[src/rtl/scan_pkg.sv]
/*
 * Shared video, audio, control word and OSD request types
 * Color and button widths, OSD palette, LED hold and off pattern
 */
`default_nettype none

package scan_pkg;

    localparam int COLOR_W = 8;
    localparam int BTN_W = 6;
    localparam int RESYNC_HOLD_W = 24;
    localparam logic [2:0] LED_OFF_PATTERN = 3'b001;

    typedef struct packed {
        logic [COLOR_W-1:0] r;
        logic [COLOR_W-1:0] g;
        logic [COLOR_W-1:0] b;
    } pixel_t;

    typedef struct packed {
        pixel_t pix;
        logic   hsync;
        logic   vsync;
        logic   de;
    } video_t;

    // Bit 15 down to bit 0
    typedef struct packed {
        logic       hdmirx_spdif;
        logic       framelock;
        logic [1:0] rsvd_13_12;
        logic       audmux_sel;
        logic       rsvd_10;
        logic       isl_vsync_pol;
        logic       isl_hsync_pol;
        logic       capture_sel;
        logic [5:0] rsvd_6_1;
        logic       poweron;
    } ctrl_t;

    typedef struct packed {
        logic       enable;
        logic [1:0] color;
    } osd_t;

    typedef struct packed {
        logic bck;
        logic ws;
        logic data;
    } audio_t;

    localparam pixel_t OSD_PALETTE [4] = '{
        24'h000000,
        24'h0000FF,
        24'hFFFF00,
        24'hFFFFFF
    };

endpackage

`default_nettype wire

[src/rtl/source_select.sv]
/*
 * Input registers for the analog digitizer and HDMI receiver
 * Analog sync polarity normalization, capture select register
 * I2S and S/PDIF routing to the transmitter
 */
`timescale 1ns/1ns
`default_nettype none

module source_select (
    input  logic             CLK27_i,
    input  logic             po_reset_n,
    input  scan_pkg::ctrl_t  ctrl_i,
    input  scan_pkg::video_t isl_video_i,
    input  scan_pkg::video_t hdmi_video_i,
    input  scan_pkg::audio_t pcm_i2s_i,
    input  scan_pkg::audio_t hdmirx_i2s_i,
    input  logic             hdmirx_ap_i,
    input  logic             spdif_ext_i,
    output scan_pkg::video_t capt_video_o,
    output scan_pkg::audio_t hdmitx_i2s_o,
    output logic             hdmitx_spdif_o,
    output logic             audmux_o
);

    import scan_pkg::*;

    video_t isl_q;
    video_t hdmi_q1;
    video_t hdmi_q2;
    video_t isl_fixed;
    audio_t hdmirx_group;

    // Analog source gets one input register, HDMI gets two
    always_ff @(posedge CLK27_i or negedge po_reset_n) begin
        if (!po_reset_n) begin
            isl_q <= '0;
            hdmi_q1 <= '0;
            hdmi_q2 <= '0;
        end else begin
            isl_q <= isl_video_i;
            hdmi_q1 <= hdmi_video_i;
            hdmi_q2 <= hdmi_q1;
        end
    end

    // Syncs leave here active high regardless of digitizer polarity
    always_comb begin
        isl_fixed = isl_q;
        isl_fixed.hsync = isl_q.hsync ^ ctrl_i.isl_hsync_pol;
        isl_fixed.vsync = isl_q.vsync ^ ctrl_i.isl_vsync_pol;
    end

    always_ff @(posedge CLK27_i or negedge po_reset_n) begin
        if (!po_reset_n) begin
            capt_video_o <= '0;
        end else begin
            capt_video_o <= ctrl_i.capture_sel ? hdmi_q2 : isl_fixed;
        end
    end

    // Receiver audio packet pin doubles as the I2S data line
    always_comb begin
        hdmirx_group.bck = hdmirx_i2s_i.bck;
        hdmirx_group.ws = hdmirx_i2s_i.ws;
        hdmirx_group.data = hdmirx_ap_i;
    end

    assign hdmitx_i2s_o = ctrl_i.capture_sel ? hdmirx_group : pcm_i2s_i;
    assign hdmitx_spdif_o = ctrl_i.hdmirx_spdif ? hdmirx_ap_i : spdif_ext_i;
    assign audmux_o = ~ctrl_i.audmux_sel;

endmodule

`default_nettype wire

[src/rtl/panel_sync.sv]
/*
 * Button and IR receiver synchronizers
 * Controls word and expansion port drive
 */
`timescale 1ns/1ns
`default_nettype none

module panel_sync (
    input  logic                       CLK27_i,
    input  logic                       po_reset_n,
    input  logic [scan_pkg::BTN_W-1:0] btn_i,
    input  logic                       ir_rx_i,
    output logic [31:0]                controls_o,
    output logic [5:0]                 ext_io_o,
    output logic                       ir_sync_o
);

    import scan_pkg::*;

    // IR line rides in the top bit next to the buttons
    logic [BTN_W:0] sync1_q;
    logic [BTN_W:0] sync2_q;
    logic [BTN_W-1:0] btn_sync;
    logic no_btn;

    // Buttons and IR idle high, so reset to ones
    always_ff @(posedge CLK27_i or negedge po_reset_n) begin
        if (!po_reset_n) begin
            sync1_q <= '1;
            sync2_q <= '1;
        end else begin
            sync1_q <= {ir_rx_i, btn_i};
            sync2_q <= sync1_q;
        end
    end

    assign btn_sync = sync2_q[BTN_W-1:0];
    assign ir_sync_o = sync2_q[BTN_W];

    assign controls_o = {{(16 - BTN_W){1'b0}}, btn_sync, 16'h0000};

    // Buttons are active low
    assign no_btn = &btn_sync;
    assign ext_io_o = {6{no_btn}};

endmodule

`default_nettype wire

[src/rtl/osd_overlay.sv]
/*
 * OSD palette substitution stage
 * Transmitter launch register
 */
`timescale 1ns/1ns
`default_nettype none

module osd_overlay (
    input  logic             CLK27_i,
    input  logic             po_reset_n,
    input  scan_pkg::video_t video_i,
    input  scan_pkg::osd_t   osd_i,
    output scan_pkg::video_t video_o
);

    import scan_pkg::*;

    video_t mix_q;
    pixel_t mix_pix;

    assign mix_pix = osd_i.enable ? OSD_PALETTE[osd_i.color] : video_i.pix;

    // Syncs and de are delayed along with the pixel
    always_ff @(posedge CLK27_i or negedge po_reset_n) begin
        if (!po_reset_n) begin
            mix_q <= '0;
        end else begin
            mix_q.pix <= mix_pix;
            mix_q.hsync <= video_i.hsync;
            mix_q.vsync <= video_i.vsync;
            mix_q.de <= video_i.de;
        end
    end

    always_ff @(posedge CLK27_i or negedge po_reset_n) begin
        if (!po_reset_n) begin
            video_o <= '0;
        end else begin
            video_o <= mix_q;
        end
    end

endmodule

`default_nettype wire

[src/rtl/status_led.sv]
/*
 * Resync strobe synchronizer and rising edge detect
 * LED hold counter and status LED encoding
 */
`timescale 1ns/1ns
`default_nettype none

module status_led (
    input  logic            CLK27_i,
    input  logic            po_reset_n,
    input  scan_pkg::ctrl_t ctrl_i,
    input  logic            ir_sync_i,
    input  logic            resync_strobe_i,
    output logic [2:0]      led_o
);

    import scan_pkg::*;

    logic strobe_sync1_q;
    logic strobe_sync2_q;
    logic strobe_prev_q;
    logic strobe_rise_q;
    logic [RESYNC_HOLD_W-1:0] hold_ctr_q;
    logic hold_active;

    always_ff @(posedge CLK27_i or negedge po_reset_n) begin
        if (!po_reset_n) begin
            strobe_sync1_q <= 1'b0;
            strobe_sync2_q <= 1'b0;
            strobe_prev_q <= 1'b0;
            strobe_rise_q <= 1'b0;
        end else begin
            strobe_sync1_q <= resync_strobe_i;
            strobe_sync2_q <= strobe_sync1_q;
            strobe_prev_q <= strobe_sync2_q;
            strobe_rise_q <= strobe_sync2_q & ~strobe_prev_q;
        end
    end

    // Retrigger reloads the full hold time
    always_ff @(posedge CLK27_i or negedge po_reset_n) begin
        if (!po_reset_n) begin
            hold_ctr_q <= '0;
        end else if (strobe_rise_q) begin
            hold_ctr_q <= '1;
        end else if (hold_active) begin
            hold_ctr_q <= hold_ctr_q - 1'b1;
        end
    end

    assign hold_active = |hold_ctr_q;

    // Blue, green, red; IR line idles high
    assign led_o = ctrl_i.poweron ? {ctrl_i.framelock, ~ir_sync_i, hold_active}
                                  : LED_OFF_PATTERN;

endmodule

`default_nettype wire

[src/rtl/ossc_top.sv]
/*
 * Scan converter video and panel path top level
 * Source select, OSD overlay, panel synchronizers, status LEDs
 */
`timescale 1ns/1ns
`default_nettype none

module ossc_top (
    input  logic                       CLK27_i,
    input  logic                       po_reset_n,
    input  scan_pkg::ctrl_t            sys_ctrl_i,
    input  scan_pkg::video_t           isl_video_i,
    input  scan_pkg::video_t           hdmi_video_i,
    input  scan_pkg::audio_t           pcm_i2s_i,
    input  scan_pkg::audio_t           hdmirx_i2s_i,
    input  logic                       hdmirx_ap_i,
    input  logic                       spdif_ext_i,
    input  scan_pkg::osd_t             osd_i,
    input  logic                       resync_strobe_i,
    input  logic [scan_pkg::BTN_W-1:0] btn_i,
    input  logic                       ir_rx_i,
    output scan_pkg::video_t           hdmitx_video_o,
    output scan_pkg::audio_t           hdmitx_i2s_o,
    output logic                       hdmitx_spdif_o,
    output logic                       audmux_o,
    output logic [31:0]                controls_o,
    output logic [5:0]                 ext_io_o,
    output logic [2:0]                 led_o
);

    import scan_pkg::*;

    video_t capt_video;
    logic ir_sync;

    source_select u_source_select (
        .CLK27_i        (CLK27_i),
        .po_reset_n     (po_reset_n),
        .ctrl_i         (sys_ctrl_i),
        .isl_video_i    (isl_video_i),
        .hdmi_video_i   (hdmi_video_i),
        .pcm_i2s_i      (pcm_i2s_i),
        .hdmirx_i2s_i   (hdmirx_i2s_i),
        .hdmirx_ap_i    (hdmirx_ap_i),
        .spdif_ext_i    (spdif_ext_i),
        .capt_video_o   (capt_video),
        .hdmitx_i2s_o   (hdmitx_i2s_o),
        .hdmitx_spdif_o (hdmitx_spdif_o),
        .audmux_o       (audmux_o)
    );

    panel_sync u_panel_sync (
        .CLK27_i    (CLK27_i),
        .po_reset_n (po_reset_n),
        .btn_i      (btn_i),
        .ir_rx_i    (ir_rx_i),
        .controls_o (controls_o),
        .ext_io_o   (ext_io_o),
        .ir_sync_o  (ir_sync)
    );

    osd_overlay u_osd_overlay (
        .CLK27_i    (CLK27_i),
        .po_reset_n (po_reset_n),
        .video_i    (capt_video),
        .osd_i      (osd_i),
        .video_o    (hdmitx_video_o)
    );

    status_led u_status_led (
        .CLK27_i         (CLK27_i),
        .po_reset_n      (po_reset_n),
        .ctrl_i          (sys_ctrl_i),
        .ir_sync_i       (ir_sync),
        .resync_strobe_i (resync_strobe_i),
        .led_o           (led_o)
    );

endmodule

`default_nettype wire

[config.mk]
export PLATFORM = sky130hd
export DESIGN_NAME = ossc_top
export DESIGN_NICKNAME = d
export VERILOG_FILES = /design/src/rtl/scan_pkg.sv /design/src/rtl/source_select.sv /design/src/rtl/panel_sync.sv /design/src/rtl/osd_overlay.sv /design/src/rtl/status_led.sv /design/src/rtl/ossc_top.sv
export SDC_FILE = /design/constraint.sdc
export NUM_CORES = 1
export LEC_CHECK = 0
export ABC_AREA = 1
export BUFFER_PORTS_ARGS = -buffer_cell sky130_fd_sc_hd__buf_4
export CORE_MARGIN = 1.5
export CORE_UTILIZATION = 48
export DETAILED_ROUTE_END_ITERATION = 16
export PLACE_DENSITY = 0.75
export SLEW_MARGIN = 20
export SYNTH_ARGS = -nofsm -noshare
export SYNTH_HDL_FRONTEND = slang
export SYNTH_SLANG_ARGS = --single-unit
[constraint.sdc]
create_clock -name CLK27_i -period 1.5 [get_ports CLK27_i]
set_clock_uncertainty 0.15 [all_clocks]
set_input_delay 0.3 -clock CLK27_i [delete_from_list [all_inputs] [get_ports CLK27_i]]
set_output_delay 0.3 -clock CLK27_i [all_outputs]
set_load 0.05 [all_outputs]
* Word-level counts from Yosys, hierarchy flattened
Cells that the tools add are included.
** Word-level totals
- Input port bits :: 91
- Output and inout port bits :: 73
- Register bits after elaboration :: 204
** Operators by class
- Muxes and demuxes :: 10
- Bitwise operators :: 7
- Add/sub/neg operators :: 1
- Order comparisons :: 1
- Reduce and logical (&&, ||, !) cells :: 3
** Operators with widths (count)
- $mux 24 :: 5
- $bmux 24 s2 :: 1
- $mux 27 :: 1
- $reduce_or 24->1 :: 1
- $sub 24x1->24 const B :: 1
- $mux 3 :: 2
- $reduce_and 6->1 :: 1
- $ge 3x3->1 const B :: 1
- $not 1->1 :: 3
- $not 2->3 :: 1
- $reduce_bool 2->1 :: 1
- $xor 1x1->1 :: 2
- $and 1x1->1 :: 1
- $mux 1 :: 1

* Longest topological paths before layout
- Word-level depth :: 5
- Depth in mapped cells :: 10

* By module
From an unflattened synthesis, not the netlist that was laid out.
** Unflattened totals
- Cell total of the unflattened synthesis :: 618
- Area, all modules :: 7098.1 um^2
** By module, submodules not included
- source_select :: instances 1, cells each 217, sequential area each 2702.6 um^2, area an instance 3123.0 um^2
- status_led :: instances 1, cells each 239, sequential area each 700.7 um^2, area an instance 1755.4 um^2
- osd_overlay :: instances 1, cells each 108, sequential area each 1351.3 um^2, area an instance 1579.0 um^2
- panel_sync :: instances 1, cells each 54, sequential area each 367.9 um^2, area an instance 640.6 um^2

* Least setup slack after synthesis
OpenSTA, ideal clock, no wires.
- Path kind :: register to output
- From :: register u_status_led.hold_ctr_q[0]
- To :: output port led_o[0]
- Arrival :: 1.502 ns
- Path buffers :: 0
- Cell stages (with the launch flop) :: 8
- Path slack :: -0.452 ns
- Cells stage by stage :: dfrtp_1 inv_1 ha_1 inv_1 nor2_1 nand2_1 nor2_2 nand4_1
** On the way
- Longest elaborated chain between the ends :: 2
** RTL lines
- start, declared :: RTL line status_led.sv:23 : logic [RESYNC_HOLD_W-1:0] hold_ctr_q;
- start signal, assigned :: RTL line status_led.sv:47 : hold_ctr_q <= hold_ctr_q - 1'b1;
- $reduce_or 24->1 :: RTL line status_led.sv:51 : assign hold_active = |hold_ctr_q;
- $mux 3 :: RTL line status_led.sv:54 : assign led_o = ctrl_i.poweron ? {ctrl_i.framelock, ~ir_sync_i, hold_active}
- end, declared :: RTL line ossc_top.sv:28 : output logic [2:0] led_o
Every way passes these cells.

* Worst setup path after layout
- From :: register u_panel_sync.sync2_q[4]
- To :: output port ext_io_o[4]
** On the way
- Longest elaborated chain between the ends :: 1
** RTL lines
- start, declared :: RTL line panel_sync.sv:22 : logic [BTN_W:0] sync2_q;
- start signal, assigned :: RTL line panel_sync.sv:33 : sync2_q <= sync1_q;
- $reduce_and 6->1 :: RTL line panel_sync.sv:43 : assign no_btn = &btn_sync;
- end, declared :: RTL line ossc_top.sv:27 : output logic [5:0] ext_io_o,
Every way passes these cells.

==> impl_metrics.env <==
export IMPL_outcome="finished, violations left"
export IMPL_violations="setup timing"
export IMPL_mostFrequentLayoutCells="188 x dfrtp_1, 154 x buf_4, 67 x dlygate4sd3_1, 51 x inv_1, 49 x buf_6"
export IMPL_diodes=0
export IMPL_synthSimpleGateAreaFrac=0.118
export IMPL_io_pin_count=164
export IMPL_synth_compound_area_share=0.0336
export IMPL_setup_ws_ns=-0.667
export IMPL_dp_hpwl_um=9570
export IMPL_p_leak_nw=4.98
export IMPL_cts_max_level=1
export IMPL_path_class="reg2out"
export IMPL_cts_tree="built"
export IMPL_detail_route_wl_per_cell_um=17.4
export IMPL_synthDistinctLibCells=31
export IMPL_numCtsBuffers=21
export IMPL_synth_top_family_by_area="simple AND/OR/NAND/NOR gates"
export IMPL_regArea_sq_um=5120
export IMPL_cp_cell_sequence="nand4_1 > nor2_4 > buf_6"
export IMPL_final_period_utilization=1.44
export IMPL_remaining_drc_errors=0
export IMPL_crit_end="ext_io_o[4]"
export IMPL_die_width_um=124
export IMPL_multiInputGateArea_sq_um=1830
export IMPL_min_delay_path_depth=3
export IMPL_r2r_start="u_status_led.hold_ctr_q[0]"
export IMPL_crit_family="flip-flops"
export IMPL_grt_util_all_layers=0.231
export IMPL_place_gp_congestion=0.882
export IMPL_dr_pass1_iters=4
export IMPL_critPathLaunch="u_panel_sync.sync2_q[4]"
export IMPL_crit_cells=3
export IMPL_yosysWarnings=0
export IMPL_rr_worst_depth=13
export IMPL_synthXorXnorAreaFrac=0.00371
export IMPL_hold_path_class="in2reg"
export IMPL_drive_above_1_share=0.445
export IMPL_routed_wl_um=18100
export IMPL_finish_instance_area_sq_um=10800
export IMPL_setup_violations=41
export IMPL_num_rows=44
export IMPL_die_h_um=124
export IMPL_synth_area_mux_share=0.0461
export IMPL_mostFrequentLayoutCell="dfrtp_1"
export IMPL_r2r_end="u_status_led.hold_ctr_q[8]"
export IMPL_fillers=787
export IMPL_final_hold_viol_count=0
export IMPL_fin_nets=932
export IMPL_synthAdderAreaFrac=0.00353
export IMPL_crit_slowest_cell="dfstp_2"
export IMPL_die_area_sq_um=15500
export IMPL_ant_nets=0
export IMPL_drt_iter0_markers=343
export IMPL_holdWs_ns=0.00930
export IMPL_p_per_area_nw_per_um2=1240
export IMPL_overflow=0
export IMPL_synth_area_sq_um=7080
export IMPL_r2r_setup_slack_ns=-0.37
export IMPL_rsz0062_at_grt="true"
export IMPL_grt_pass1_vias=5445
export IMPL_clk_latency_ns=0.50
export IMPL_cp_max_fo=6
export IMPL_syn_to_final_growth_pct=52.6
export IMPL_crit_path_end_kind="primary output"
export IMPL_cts_sinks=204
export IMPL_placed_area_sq_um=8680
export IMPL_core_sq_um=14500
export IMPL_grt_pass1_wl_um=28200
export IMPL_synthCells=546
export IMPL_via_per_inst=4.89
export IMPL_cts_root_buf="clkbuf_16"
export IMPL_max_stage_delay_ns=0.54
export IMPL_io_buffers=127
export IMPL_timing_critical_path_buf_inv=1
export IMPL_syn_avg_cell_area_sq_um=13.0
export IMPL_p_total_mw=13.4
export IMPL_drv_cap=0
export IMPL_finalMaxSlewViolations=0
export IMPL_antenna_found_initial=0
export IMPL_synth_seq_cells=204
export IMPL_min_period_ns=2.17
export IMPL_cp_arrival_ns=1.72
export IMPL_critPathRequiredTime_ns=1.05
export IMPL_vias=5078
export IMPL_pre_cts_ws_ns=-0.244
export IMPL_initial_core_util=0.489
export IMPL_utilization=0.746
export IMPL_ys_seq_area_frac=0.724
export IMPL_clkTransAtPathRegs_ns=0.06
export IMPL_startpoint_type="register"
export IMPL_grt_max_degree=45
export IMPL_max_freq_ghz=0.461
export IMPL_ir_drop_mv=1.01
export IMPL_cts_max_path_buffers=3
==> synth_stat cells <==
cell type / instances / area, sq um
dfrtp_1: 190 / 4750
nand2_1: 57 / 214
inv_1: 56 / 210
nor2_1: 38 / 143
buf_4: 32 / 240
o21ai_0: 29 / 145
mux2_2: 28 / 315
nand3_1: 20 / 100
a21oi_1: 14 / 70.1
dfstp_2: 14 / 368
nand4_1: 12 / 75.1
nor2_2: 12 / 75.1
nor2_4: 8 / 90.1
clkbuf_1: 5 / 18.8
buf_2: 4 / 20.0
nand2_2: 4 / 25.0
nand3b_1: 3 / 22.5
o21ai_1: 3 / 15.0
ha_1: 2 / 25.0
nand2_4: 2 / 22.5
nand3_2: 2 / 20.0
xnor2_1: 2 / 17.5
and2_4: 1 / 8.76
buf_6: 1 / 11.3
clkinv_1: 1 / 3.75
conb_1: 1 / 3.75
mux2_1: 1 / 11.3
nand3_4: 1 / 17.5
nor2_8: 1 / 20.0
o21a_1: 1 / 7.51
xor2_1: 1 / 8.76
==> area by class of cell <==
class | instances | area share
multi-input combinational | 269 | 0.170
clock inverter | 10 | 0.0134
inverter | 57 | 0.0200
tap | 184 | 0.0213
sequential | 204 | 0.474
timing repair buffer | 286 | 0.246
clock buffer | 28 | 0.0557
==> routing by layer <==
metal  wire length [um]  vias up  track usage
met3                932       54       0.0331
met1               6650     2540        0.275
met4                601        0       0.0838
met5                  0        -            0
li1                   -     2265            -
met2               9910      219        0.425
==> worst min path at each step <==
stage	slack (ns)	endpoint	start
global route	0.03	u_osd_overlay.mix_q[6]	osd_i[0]
finish	0.009	u_osd_overlay.mix_q[6]	osd_i[0]
detailed placement	0.11	u_status_led.hold_ctr_q[15]	po_reset_n
CTS	0.004	u_osd_overlay.mix_q[4]	osd_i[0]
global placement	0.10	u_status_led.hold_ctr_q[15]	po_reset_n
floorplan	-0.15	u_osd_overlay.mix_q[0]	po_reset_n
==> worst register-to-register path, delay by kind of cell, from the launching register on <==
family	cells	cell delay [ns]
adders and majority gates	1	0.18
buffers and inverters	7	0.72
DFF	1	0.38
and+or+nand+nor	5	0.32
==> kinds of logic after synthesis <==
kind of cell / Yosys count
and+or+nand+nor: 161
DFF: 204
adders and majority gates: 2
buffers and inverters: 99
AOI/OAI and AO/OA: 47
muxes: 29
other: 1
xor gates and xnor gates: 3
==> what timing repair did <==
item	CTS	global route
hold buffers	67	0
hold endpoints to repair	258	0
endpoints found under the setup margin	56	62
gates resized for setup	86	55
pin swaps	28	29
cloned	2	0
setup buffers	21	11
==> metrics by stage <==
stage | std cells | setup TNS, ns
2_1_floorplan | 571 | -1.68
3_5_place_dp | 909 | -2.94
6_report | 1038 | -10.96
4_1_cts | 1032 | -9.53
5_1_grt | 1038 | -13.29
3_3_place_gp | 909 | -2.04
==> sequential cells by signal, summed over array words and instances (netlist names) <==
register	flops
u_status_led.strobe_rise_q	1
u_status_led.strobe_sync1_q	1
u_panel_sync.sync1_q	7
u_status_led.hold_ctr_q	24
u_source_select.isl_q	2
u_panel_sync.sync2_q	7
u_source_select.hdmi_q2	27
u_source_select.capt_video_o	27
u_osd_overlay.video_o	27
u_source_select.isl_fixed	25
u_source_select.hdmi_q1	27
u_status_led.strobe_sync2_q	1
u_osd_overlay.mix_q	27
u_status_led.strobe_prev_q	1
==> power by group <==
| group | switching [mW] | internal, mW |
|---|---|---|
| Clock | 2.16 | 3.37 |
| Sequential | 0.181 | 5.87 |
| Combinational | 1.04 | 0.784 |
| Total | 3.39 | 10.0 |
Power figures use the tool's default switching activity.
